## src/source/mem_delay_macros.svh

```systemverilog
`ifndef MEM_DELAY_MACROS_SVH
`define MEM_DELAY_MACROS_SVH

// ----------------------------------------------------------------------
// Bus widths
// ----------------------------------------------------------------------
`define MEM_DELAY_ADDR_W 23                        // Host word address.
`define MEM_DELAY_DATA_W 32
`define MEM_DELAY_BE_W   (`MEM_DELAY_DATA_W / 8)   // One enable per byte.
`define MEM_DELAY_CSR_AW 3

// ----------------------------------------------------------------------
// Control registers
// ----------------------------------------------------------------------
`define MEM_DELAY_CSR_ENABLE  3'd0
`define MEM_DELAY_CSR_COUNT   3'd4
`define MEM_DELAY_COUNT_RESET 32'd1

// Word address bits decoded by the memory.
`define MEM_DELAY_SRAM_AW 8

`endif

```

## src/source/mem_delay_pkg.sv

```systemverilog
`include "mem_delay_macros.svh"

package mem_delay_pkg;

  // ----------------------------------------------------------------------
  // Memory bus request
  // ----------------------------------------------------------------------
  typedef struct packed {
    logic [`MEM_DELAY_ADDR_W-1:0] address;
    logic [`MEM_DELAY_BE_W-1:0]   byteenable;
    logic                         chipselect;
    logic                         clken;      // Carried along, unused by memory.
    logic                         read;
    logic                         write;
    logic [`MEM_DELAY_DATA_W-1:0] writedata;
  } mem_req_t;

  // ----------------------------------------------------------------------
  // Control register word
  // ----------------------------------------------------------------------
  typedef struct packed {
    logic [`MEM_DELAY_DATA_W-2:0] reserved;
    logic                         enable;     // Bit 0.
  } csr_ctrl_t;

  // Same word seen as enable register or as delay count.
  typedef union packed {
    csr_ctrl_t                    ctrl;
    logic [`MEM_DELAY_DATA_W-1:0] count;
  } csr_word_u;

  typedef struct packed {
    logic                         write;
    logic [`MEM_DELAY_CSR_AW-1:0] address;
    csr_word_u                    data;
  } csr_cmd_t;

  // ----------------------------------------------------------------------
  // Delay configuration
  // ----------------------------------------------------------------------
  typedef struct packed {
    logic                         enable;
    logic [`MEM_DELAY_DATA_W-1:0] count_max;  // Extra wait cycles.
  } delay_cfg_t;

endpackage

```

## src/source/csr_regs.sv

```systemverilog
`include "mem_delay_macros.svh"

module csr_regs (
  input  logic                      clk,
  input  logic                      reset,
  input  mem_delay_pkg::csr_cmd_t   csr_cmd,
  output mem_delay_pkg::delay_cfg_t cfg
);

  logic enable_hit;
  logic count_hit;

  // ----------------------------------------------------------------------
  // Offset decode
  // ----------------------------------------------------------------------
  assign enable_hit = csr_cmd.write && (csr_cmd.address == `MEM_DELAY_CSR_ENABLE);
  assign count_hit  = csr_cmd.write && (csr_cmd.address == `MEM_DELAY_CSR_COUNT);

  // ----------------------------------------------------------------------
  // Registers
  // ----------------------------------------------------------------------
  always_ff @(posedge clk or posedge reset) begin
    if (reset) begin
      cfg.enable    <= 1'b0;
      cfg.count_max <= `MEM_DELAY_COUNT_RESET;
    end else begin
      if (enable_hit) begin
        cfg.enable <= csr_cmd.data.ctrl.enable;     // Bit 0 of the control view.
      end
      if (count_hit) begin
        cfg.count_max <= csr_cmd.data.count;        // Whole word in the count view.
      end
    end
  end

endmodule

```

## config.mk

```make
export PLATFORM = sky130hd
export DESIGN_NAME = csr_regs
export DESIGN_NICKNAME = d
export VERILOG_FILES = /design/src/source/mem_delay_pkg.sv /design/src/source/csr_regs.sv
export VERILOG_INCLUDE_DIRS = /design/src /design/src/source
export SDC_FILE = /design/constraint.sdc
export NUM_CORES = 1
export LEC_CHECK = 0
export BUFFER_PORTS_ARGS = -buffer_cell sky130_fd_sc_hd__buf_4
export CORE_ASPECT_RATIO = 1.4
export CORE_UTILIZATION = 40
export DETAILED_ROUTE_END_ITERATION = 8
export HOLD_SLACK_MARGIN = 0.02
export MAX_ROUTING_LAYER = met4
export PLACE_DENSITY_LB_ADDON = 0.3
export SLEW_MARGIN = 5
export SYNTH_ARGS = -nofsm -noshare
export SYNTH_HDL_FRONTEND = slang
export SYNTH_SLANG_ARGS = --single-unit
```

## constraint.sdc

```tcl
create_clock -name clk -period 0.85 [get_ports clk]
set_input_delay 0.085 -clock clk [delete_from_list [all_inputs] [get_ports clk]]
set_output_delay 0.085 -clock clk [all_outputs]
set_load 0.02 [all_outputs]
```

==> flow_summary.toml <==
[finish]
drive_gt1_frac = 0.799
final_common_cell = "buf_4"
seqCellArea_um2 = 827
final.fill_count = 220
top_register = "cfg"
fin_area_mm2 = 0.00242
final_cells = 209
largest_register_ffs = 33
num_antenna_cells = 0
area_growth_pct = 73.0
multi_input_area_um2 = 532
nets = 206
layout_common_cells = "48 x buf_4, 36 x buf_6, 32 x mux2_4, 32 x dfrtp_1, 7 x clkbuf_8"
top_regs = "cfg (33)"

[yosys]
avgSynthCellArea_um2 = 19.2
synthesis.area_mm2 = 0.00140
syn_nets = 111
synth.distinct_cells = 9
ys_ff_latch = 33
synth_cells = 73
yosysSeqAreaShare = 0.590
yosys_warnings = 0

[hold_path]
hold_depth = 2
min_from = "csr_cmd[30]"
min_to = "cfg[30]$_DFFE_PP0P_"
hp-class = "input port to flop"

[worst_setup_path]
path_class = "flop to primary output"
crit_chain = "buf_6"
slowest_stage = "dfstp_2"
r2r_start = "cfg[20]$_DFFE_PP0P_"
cp-end-kind = "primary output"
cpLargestDelayFamily = "flip-flops"
crit_path_start_kind = "flop"
rrSetupSlack_ns = -0.06
slowest_delay_ns = 0.54
required_ns = 0.76
cp.arrival_ns = 0.93
r2r-end = "cfg[20]$_DFFE_PP0P_"
critPathBufInv = 1
crit_path_start = "cfg[0]$_DFFE_PP1P_"
reg2reg_depth = 2
crit_fanout = 2

[place]
io_buffers = 70
hpwl_um = 2090
dp.cells = 185
place_area_mm2 = 0.00200
routabilityCongestion = 0.697

[detailed_routing]
drc = 0
drt_iter0_markers = 22
ant_nets = 0
drt_pass1_iterations = 4
num_vias = 970
wl_per_cell_um = 15.4
wl_um = 3230
vias_per_cell = 4.64

[sta]
worst_pin_slew_ns = 0.205
drv_slew = 0
tns_ns = -4.30
layout_setup_ws_ns = -0.165
fin_skew_ns = 0
finalCritPeriodShare = 1.19
grt_setup_unrepaired = "yes"
hold_viol = 0
fmax_ghz = 0.986
finalSetupViolCount = 66
period_minus_slack_ns = 1.01
maxSlewHeadroom = 0.863

[floorplan]
start_util = 0.419
die_y_um = 72.0
dieWidth_um = 52.0
rows = 25
core_area_mm2 = 0.00335
ios = 71
die_area_mm2 = 0.00375

[outcome]
status = "finished, violations left"
violations = "negative setup slack"

[clock_network]
clk_latency_ns = 0.27
clk_pin_slew_ns = 0.07
cts_tree = "built"
cts_root_buffer = "clkbuf_8"
ctsLongestPathBuffers = 2
cts_sinks = 33
htree_levels = 2
cts_buffers = 5

[global_route]
grt_pass1_vias = 1089
busiest_layer = "met2"
grt_use_met3 = 0.0671
grt-ovfl-total = 0
grt_pass1_wl_um = 4810
antenna_found_initial = 0
met2_usage = 0.288
grtUsageTotal = 0.182
grt_max_degree = 34
use_met1 = 0.214

[power_and_ir_drop]
p_leak_nw = 1.21
fin_total_pwr_mw = 5.64
irDropWorstVdd_mv = 1.73
p_per_area_mw_per_mm2 = 2330

[flow_run]
maxCapViolCount = 0
-- final cells by class --
| class | count | area share |
|---|---|---|
| repair buffers | 92 | 0.376 |
| flip-flops and latches | 33 | 0.341 |
| multi-input cells | 35 | 0.219 |
| clock buffers | 7 | 0.0397 |
| well taps | 40 | 0.0206 |
| clock inverters | 1 | 0.00206 |
| inverters | 1 | 0.00155 |
-- Yosys cell counts --
master	n	area share
dfrtp_1	32	0.57
mux2_4	30	0.32
buf_12	3	0.043
mux2_2	3	0.024
buf_4	1	0.0054
dfstp_2	1	0.019
inv_1	1	0.0027
nor4b_1	1	0.0063
nor4bb_1	1	0.0071
-- routing by layer --
metal	wire (um)	part of all wire	up-vias
met4	36	0.011	0
li1	-	-	444
met3	225	0.070	6
met5	0	0	-
met2	1710	0.53	43
met1	1260	0.39	477
-- where the power goes --
part,total [mW],internal (mW),switching (mW)
clock network,1.27,0.731,0.536
registers,2.20,1.93,0.271
logic,2.18,1.37,0.805
-- how the worst max path moves through the flow --
stage / endpoint / slack (ns) / cells after the start
finish: cfg[0] / -0.16 / 1
global route: cfg[0] / -0.19 / 1
CTS: cfg[0] / -0.17 / 1
detailed placement: cfg[9]$_DFFE_PP0P_ / -0.47 / 4
global placement: cfg[8]$_DFFE_PP0P_ / -0.43 / 4
floorplan: cfg[10]$_DFFE_PP0P_ / -0.25 / 4
-- through the flow --
stage                     utilization  setup WS, ns  hold slack, ns
after floorplan                     -        -0.246           0.213
after global placement          0.598        -0.435           0.144
after detailed placement        0.598        -0.471           0.157
after CTS                       0.694        -0.174          0.0231
after global routing            0.724        -0.194          0.0162
final                           0.724        -0.165          0.0312
-- cell families after synthesis --
group | Yosys count | share of synthesized area
buf+inv | 5 | 0.0509
flops | 33 | 0.590
mux | 33 | 0.346
simple gates | 2 | 0.0134
-- timing repair --
item,CTS,global route
pin swaps,0,1
hold endpoints to repair,32,0
setup endpoints to repair,65,65
gates resized for setup,36,7
buffers inserted,10,2
gates cloned,0,3
hold buffers,1,0
Note: power is estimated with default switching activity, not from simulation.
