===== config.mk =====
export PLATFORM = sky130hd
export DESIGN_NAME = delay_bridge
export DESIGN_NICKNAME = d
export VERILOG_FILES = /design/src/source/mem_delay_pkg.sv /design/src/source/delay_bridge.sv
export VERILOG_INCLUDE_DIRS = /design/src /design/src/source
export SDC_FILE = /design/constraint.sdc
export NUM_CORES = 1
export LEC_CHECK = 0
export BUFFER_PORTS_ARGS = -buffer_cell sky130_fd_sc_hd__buf_2
export CORE_AREA = 4 4 93 95
export DETAILED_ROUTE_END_ITERATION = 7
export DIE_AREA = 0 0 97 99
export GPL_TIMING_DRIVEN = 1
export PLACE_DENSITY = 0.77
export SYNTH_ARGS = -nofsm -noshare
export SYNTH_HDL_FRONTEND = slang
export SYNTH_SLANG_ARGS = --single-unit

===== constraint.sdc =====
create_clock -name clk -period 2.11 [get_ports clk]
set_clock_uncertainty 0.2 [all_clocks]
set_input_delay 0.422 -clock clk [delete_from_list [all_inputs] [get_ports clk]]
set_output_delay 0.422 -clock clk [all_outputs]
set_load 0.02 [all_outputs]

===== src/source/mem_delay_macros.svh =====
`ifndef MEM_DELAY_MACROS_SVH
`define MEM_DELAY_MACROS_SVH

// ----------------------------------------------------------------------
// Bus widths
// ----------------------------------------------------------------------
`define MEM_DELAY_ADDR_W 23                        // Host word address.
`define MEM_DELAY_DATA_W 32
`define MEM_DELAY_BE_W   (`MEM_DELAY_DATA_W / 8)   // One enable per byte.
`define MEM_DELAY_CSR_AW 3

// ----------------------------------------------------------------------
// Control registers
// ----------------------------------------------------------------------
`define MEM_DELAY_CSR_ENABLE  3'd0
`define MEM_DELAY_CSR_COUNT   3'd4
`define MEM_DELAY_COUNT_RESET 32'd1

// Word address bits decoded by the memory.
`define MEM_DELAY_SRAM_AW 8

`endif


===== src/source/mem_delay_pkg.sv =====
`include "mem_delay_macros.svh"

package mem_delay_pkg;

  // ----------------------------------------------------------------------
  // Memory bus request
  // ----------------------------------------------------------------------
  typedef struct packed {
    logic [`MEM_DELAY_ADDR_W-1:0] address;
    logic [`MEM_DELAY_BE_W-1:0]   byteenable;
    logic                         chipselect;
    logic                         clken;      // Carried along, unused by memory.
    logic                         read;
    logic                         write;
    logic [`MEM_DELAY_DATA_W-1:0] writedata;
  } mem_req_t;

  // ----------------------------------------------------------------------
  // Control register word
  // ----------------------------------------------------------------------
  typedef struct packed {
    logic [`MEM_DELAY_DATA_W-2:0] reserved;
    logic                         enable;     // Bit 0.
  } csr_ctrl_t;

  // Same word seen as enable register or as delay count.
  typedef union packed {
    csr_ctrl_t                    ctrl;
    logic [`MEM_DELAY_DATA_W-1:0] count;
  } csr_word_u;

  typedef struct packed {
    logic                         write;
    logic [`MEM_DELAY_CSR_AW-1:0] address;
    csr_word_u                    data;
  } csr_cmd_t;

  // ----------------------------------------------------------------------
  // Delay configuration
  // ----------------------------------------------------------------------
  typedef struct packed {
    logic                         enable;
    logic [`MEM_DELAY_DATA_W-1:0] count_max;  // Extra wait cycles.
  } delay_cfg_t;

endpackage


===== src/source/delay_bridge.sv =====
`include "mem_delay_macros.svh"

module delay_bridge (
  input  logic                         clk,
  input  logic                         reset,
  input  mem_delay_pkg::delay_cfg_t    cfg,
  input  mem_delay_pkg::mem_req_t      host_req,
  output logic [`MEM_DELAY_DATA_W-1:0] host_readdata,
  output logic                         host_waitrequest,
  output mem_delay_pkg::mem_req_t      mem_req,
  input  logic [`MEM_DELAY_DATA_W-1:0] mem_readdata,
  input  logic                         mem_waitrequest
);

  typedef enum logic [1:0] {
    ST_IDLE,
    ST_COUNT,
    ST_EXECUTE,
    ST_DONE
  } state_t;

  state_t                       state;
  state_t                       state_next;
  logic [`MEM_DELAY_DATA_W-1:0] count;
  logic                         count_hit;
  logic                         delay_done;
  logic                         host_access;

  assign host_access = host_req.chipselect && (host_req.read || host_req.write);
  assign count_hit   = (count == cfg.count_max);
  assign delay_done  = !cfg.enable || count_hit;   // Delay off leaves after one cycle.

  // ----------------------------------------------------------------------
  // Delay counter
  // ----------------------------------------------------------------------
  // Runs only while waiting, back to zero on reaching the limit.
  always_ff @(posedge clk or posedge reset) begin
    if (reset) begin
      count <= '0;
    end else if (state == ST_COUNT && !count_hit) begin
      count <= count + 1'b1;
    end else begin
      count <= '0;
    end
  end

  // ----------------------------------------------------------------------
  // State machine
  // ----------------------------------------------------------------------
  always_ff @(posedge clk or posedge reset) begin
    if (reset) begin
      state <= ST_IDLE;
    end else begin
      state <= state_next;
    end
  end

  always_comb begin
    state_next = state;
    case (state)
      ST_IDLE: begin
        if (host_access) begin
          state_next = ST_COUNT;
        end
      end
      ST_COUNT: begin
        if (delay_done) begin
          state_next = host_req.write ? ST_EXECUTE : ST_DONE;  // Reads skip execute.
        end
      end
      ST_EXECUTE: begin
        if (!mem_waitrequest) begin
          state_next = ST_DONE;                  // Memory stall cleared.
        end
      end
      ST_DONE: begin
        state_next = ST_IDLE;
      end
      default: begin
        state_next = ST_IDLE;
      end
    endcase
  end

  // ----------------------------------------------------------------------
  // Memory side
  // ----------------------------------------------------------------------
  always_comb begin
    mem_req       = host_req;                    // Address, data, enables.
    mem_req.read  = 1'b0;                        // Reads are asynchronous in memory.
    mem_req.write = cfg.enable ? (state == ST_EXECUTE) : host_req.write;
  end

  assign host_readdata    = mem_readdata;
  assign host_waitrequest = (state != ST_DONE);

  // ----------------------------------------------------------------------
  // Checks
  // ----------------------------------------------------------------------
  property p_wait_single;
    @(posedge clk) disable iff (reset)
      !host_waitrequest |=> host_waitrequest;
  endproperty

  // Host keeps chipselect up for the whole access.
  property p_write_cs;
    @(posedge clk) disable iff (reset)
      mem_req.write |-> mem_req.chipselect;
  endproperty

  a_wait_single: assert property (p_wait_single)
    else $error("host_waitrequest low for two cycles");

  a_write_cs: assert property (p_write_cs)
    else $error("memory write strobe without chipselect");

endmodule


==> results of run 1 <==
## critical path, delay by kind of cell, from the launching register on
| family | cells | cell delay [ps] |
|---|---|---|
| AO/OA/AOI/OAI | 1 | 230 |
| AND/OR/NAND/NOR | 3 | 590 |
| multiplexers | 1 | 350 |
| XOR/XNOR | 1 | 200 |
| flip-flops | 1 | 420 |
## timing repair
action                                  in CTS  in global routing
pin swaps                                    6                 12
endpoints found under the setup margin      10                 18
resized for setup                           10                  7
setup buffers                                1                  2
## synth_stat cells
master | n | area, sq um
buf_4 | 94 | 705.7
xnor2_1 | 40 | 350.3
nor2_1 | 36 | 135.1
dfrtp_1 | 34 | 850.8
xor2_1 | 22 | 192.7
nand2_1 | 14 | 52.55
nand3_1 | 14 | 70.07
nand4_1 | 14 | 87.58
and3_1 | 6 | 37.54
ha_1 | 6 | 75.07
inv_1 | 5 | 18.77
mux2_2 | 3 | 33.78
and4_1 | 2 | 17.52
buf_1 | 2 | 7.510
buf_2 | 2 | 10.01
nor2_2 | 2 | 12.51
nor4_1 | 2 | 12.51
a21oi_1 | 1 | 5.000
a22o_1 | 1 | 8.760
a31oi_1 | 1 | 6.260
clkbuf_1 | 1 | 3.750
conb_1 | 1 | 3.750
nand3b_1 | 1 | 7.510
nor3_1 | 1 | 5.000
nor3_2 | 1 | 10.01
nor4_4 | 1 | 21.27
o21ai_0 | 1 | 5.000
or2_1 | 1 | 6.260
or4_4 | 1 | 11.26
## power breakdown
group          internal, uW  switching [uW]  leakage, uW
logic                   251             307     0.000718
clock network           263             232    0.0000482
registers               689            35.8     0.000466
total                  1200             574      0.00123
## cells in the final DEF, fill, tap and decap left out, drive strengths merged
master,synthesis,final
and4,2,2
inv,5,5
and3,6,6
clkbuf,1,7
nor2,38,38
dfrtp,34,34
or2,1,1
buf,98,73
o21ai,1,1
a21oi,1,1
mux2,3,3
a22o,1,1
xnor2,40,40
xor2,22,22
nand3,14,14
clkinv,0,1
a31oi,1,1
nand2,14,14
nor4,3,3
ha,6,6
nor3,2,2
nand3b,1,1
nand4,14,14
or4,1,1
conb,1,1
## layer usage
layer  wire length, um  up-vias
met2              2780       70
met3               422       43
met1              2496      854
li1                  -      864
met5                 0        -
met4               251        0
## flip-flops by register name (all words and copies together), names as in the netlist
register  flops
state         2
count        32
## worst paths after layout
kind | startpoint | to | slack, ps | cells past startpoint
min in group clk | count[31]$_DFF_PP0_ | count[31]$_DFF_PP0_ | 370 | 2
worst min register to register | count[31]$_DFF_PP0_ | count[31]$_DFF_PP0_ | 370 | 2
worst max register to register | count[25]$_DFF_PP0_ | state[0]$_DFFE_PP0P_ | 3 | 6
worst min-delay path | reset | count[5]$_DFF_PP0_ | 20 | 3
worst max-delay path | count[25]$_DFF_PP0_ | state[0]$_DFFE_PP0P_ | 3 | 6
max in group asynchronous | reset | count[16]$_DFF_PP0_ | 1340 | 3
## metrics by stage
| step | setup slack, ps | instance area [sq um] | std cells | setup TNS [ps] | util |
|---|---|---|---|---|---|
| after global placement | -196.0 | 2600 | 383 | -463.6 | 0.3365 |
| after floorplan | 54.62 | 2764 | 310 | 0 | - |
| final | 3.217 | 2799 | 394 | 0 | 0.3622 |
| after CTS | -27.54 | 2754 | 392 | -73.00 | 0.3564 |
| after detailed placement | -261.5 | 2600 | 383 | -1379 | 0.3365 |
| after global routing | -73.69 | 2799 | 394 | -518.2 | 0.3622 |
## layout make-up
class                   count  area [sq um]
fillers                   787          4928
multi-input cells         172          1250
flip-flops and latches     34         853.3
repair buffers             73         457.9
well taps                 102         127.6
clock buffers               7         86.33
inverters                   5         18.77
clock inverters             1         5.005
## cell families after synthesis
group	after synthesis	share of synthesized area
other	1	0.001357
AND/OR/NAND/NOR	96	0.1761
XOR/XNOR	62	0.1965
AO/OA/AOI/OAI	4	0.009052
multiplexers	3	0.01222
buffers and inverters	104	0.2698
adder cells (fa/ha/maj)	6	0.02716
flip-flops	34	0.3078
==> impl_metrics.tcl, run 1 <==
set metrics [dict create \
    core.rowCount 32 \
    grt_max_degree 35 \
    crit_type "flip-flop to flip-flop" \
    setup-violations-final 0 \
    antenna_found_initial 0 \
    rsz0062_at_grt "yes" \
    grt_pass1_wl_um 9315 \
    portBuffers 41 \
    drive_above_1_share 0.3562 \
    die_area_sq_um 9603 \
    grt.overflow.total 0 \
    fin_hold_ws_ps 16.41 \
    powerDensity_nw_per_um2 635.2 \
    hold_violations 0 \
    globalRouteMet3Util 0.03963 \
    grt.busiest_layer "met2" \
    arrival_ps 2080 \
    cts_root_buf "clkbuf_8" \
    fin_crit_ps 2107 \
    viasPerCell 4.647 \
    avgSynthCellArea_sq_um 8.916 \
    htree_levels 2 \
    grt_pass1_vias 1902 \
    num_vias 1831 \
    p_leak_uw 0.001232 \
    start_util 0.3577 \
    slew_viol_final 0 \
    slowest_delay_ps 420 \
    cp_max_fo 3 \
    drt_iter0_markers 58 \
    diodes 0 \
    grt_util_met1 0.1425 \
    end_kind "flip-flop" \
    synth-seq-area-share 0.3078 \
    finalNetCount 428 \
    gp_congestion 0.8290 \
    cp-start-kind "flip-flop" \
    required_ps 2080 \
    synth_nets 447 \
    min_path_type "input port to asynchronous set/reset pin" \
    status "completed" \
    area_growth_pct 1.267 \
    dr.pass1.iters 4 \
    synth_cell_types 29 \
    cts_hold_buffers 0 \
    finalPower_uw 1778 \
    wl_um 5950 \
    cts_made_buffers 5 \
    io_pins 227 \
    ir_drop_v 0.0004020 \
    die_y_um 99 \
    die_w_um 97 \
    maxCapViolCount 0 \
    yosys_warnings 0 \
    cts_tree "done" \
    ctsLongestPathBuffers 2 \
    fmax_ghz 0.4747 \
    grtUsageTotal 0.1199 \
    ys_ff_latch 34 \
    clk_pin_slew_ps 70 \
    drc 0 \
    netlist_area_sq_um 2764 \
    use_met2 0.1932 \
    clkSinkCount 34 \
    hpwl_um 4685 \
    clk-insertion-delay-late_ps 280 \
    fin_crit_sh 0.9985 \
    path_cells "xnor2_1 -> nand4_1 -> nor4_2 -> nand2_1 -> a31oi_2 -> mux2_2" \
    core_sq_um 7727 \
    synthCells 310 \
    antenna_left 0 \
    wire_per_inst_um 15.10 \
    cpMaxStageDelayCell "dfrtp_1" \
]
(Power assumes the default switching activity.)
==> inputs of run 2 (changes only) <==
GPL_ROUTABILITY_DRIVEN = 0   (was default)
REMOVE_ABC_BUFFERS = 1   (was default)
==> impl_metrics.tcl, run 2 (same netlist as run 1, synthesis figures left out) <==
set metrics [dict create \
    status "complete, but fails checks" \
    violations "setup timing" \
    drc 0 \
    placed_cells 379 \
    powerDensity_nw_per_um2 639.9 \
    reg2reg_to "state[1]$_DFFE_PP0P_" \
    hold_violations 0 \
    grt_pass1_vias 2102 \
    arrival_ps 2110 \
    fin_ws_ps -32.19 \
    min_path_type "input port to asynchronous set/reset pin" \
    place_ws_ps -111.9 \
    finalPower_uw 1894 \
    drive_above_1_share 0.4128 \
    startpoint "count[12]$_DFF_PP0_" \
    p_leak_uw 0.001295 \
    ir_drop_v 0.0002454 \
    antenna_left 0 \
    setup-violations-final 5 \
    largest_reg_flops 32 \
    layout_common_cells "buf_2 (41), buf_4 (35), nor2_1 (33), dfrtp_1 (29), xnor2_1 (24)" \
    multiInputGateArea_sq_um 1345 \
    die_y_um 99 \
    fin_crit_ps 2142 \
    ctsLongestPathBuffers 2 \
    drt_iter0_markers 181 \
    cts_tree "done" \
    fin_hold_ws_ps 36.99 \
    area_growth_pct 7.107 \
    grt_pass1_wl_um 20420 \
    fin_crit_sh 1.015 \
    rsz0062_at_grt "yes" \
    top_register "count" \
    top_regs "count: 32 flops, state: 2 flops" \
    rrSetupSlack_ps -30 \
    grt_max_degree 35 \
    mostFrequentLayoutCell "buf_2" \
    r2r_cells 6 \
    cts_root_buf "clkbuf_8" \
    crit_type "flip-flop to flip-flop" \
    wire_per_inst_um 41.26 \
    finalNetCount 435 \
    cts_hold_buffers 0 \
    grtUsageTotal 0.3235 \
    start_util 0.3577 \
    wl_um 16500 \
    required_ps 2080 \
    io_pins 227 \
    antenna_found_initial 0 \
    n_fill_cell 742 \
    regArea_sq_um 857.1 \
    htree_levels 2 \
    die_area_sq_um 9603 \
    fmax_ghz 0.4668 \
    cp_max_fo 3 \
    slew_viol_final 0 \
    clkSinkCount 34 \
    die_w_um 97 \
    clk_pin_slew_ps 70 \
    cp-start-kind "flip-flop" \
    end_kind "flip-flop" \
    viasPerCell 5.448 \
    cts_made_buffers 5 \
    core.rowCount 32 \
    core_sq_um 7727 \
    diodes 0 \
    dr.pass1.iters 4 \
    portBuffers 41 \
    clk-insertion-delay-late_ps 290 \
    maxCapViolCount 0 \
    num_vias 2179 \
    finalSetupTns_ps -78.27 \
    grt.overflow.total 0 \
    final_cells 400 \
    hpwl_um 14410 \
    r2r_start "count[12]$_DFF_PP0_" \
]
run 2: worst max path at each step:
stage	to	slack, ps	cells past startpoint
after floorplan	count[29]$_DFF_PP0_	-10	6
after global placement	state[1]$_DFFE_PP0P_	-140	7
after detailed placement	state[0]$_DFFE_PP0P_	-110	7
after CTS	state[0]$_DFFE_PP0P_	2	6
after global routing	state[1]$_DFFE_PP0P_	-170	6
final	state[1]$_DFFE_PP0P_	-30	6
run 2: per-stage QoR:
step                instance area [sq um]  utilization
floorplan                            2037            -
finish                               2960       0.3831
global placement                     2570       0.3326
detailed placement                   2570       0.3326
CTS                                  2666       0.3450
global route                         2960       0.3831
run 2: cell type report:
class                   count  share of cell area
inverters                   5            0.006340
flip-flops and latches     34              0.2895
repair buffers             80              0.1809
multi-input cells         172              0.4544
clock buffers               7             0.02578
well taps                 102             0.04311
run 2: power breakdown:
| part | switching, uW | internal (uW) | leakage [uW] |
|---|---|---|---|
| clock network | 230 | 227 | 0.0000383 |
| registers | 35.1 | 689 | 0.000461 |
| logic | 379 | 334 | 0.000795 |
run 2: critical path, stage by stage, from the launching register on:
cell	delay [ps]
dfrtp_1	430
xnor2_1	230
nand4_1	130
nor4_2	270
nand2_1	160
a31oi_2	260
mux2_2	360
run 2: routing by layer:
metal	wire length (um)	track usage	up-vias	share of wire
met5	92	0.07692	-	0.0056
met3	4227	0.4147	56	0.26
met4	1424	0.2268	4	0.086
li1	-	-	883	-
met1	2824	0.1566	969	0.17
met2	7933	0.5318	267	0.48
run 2: what timing repair did:
action                                  CTS  global route
gates resized for setup                   3            32
cloned                                    0             2
buffers inserted                          0            12
pin swaps                                 1            24
endpoints found under the setup margin    9            34
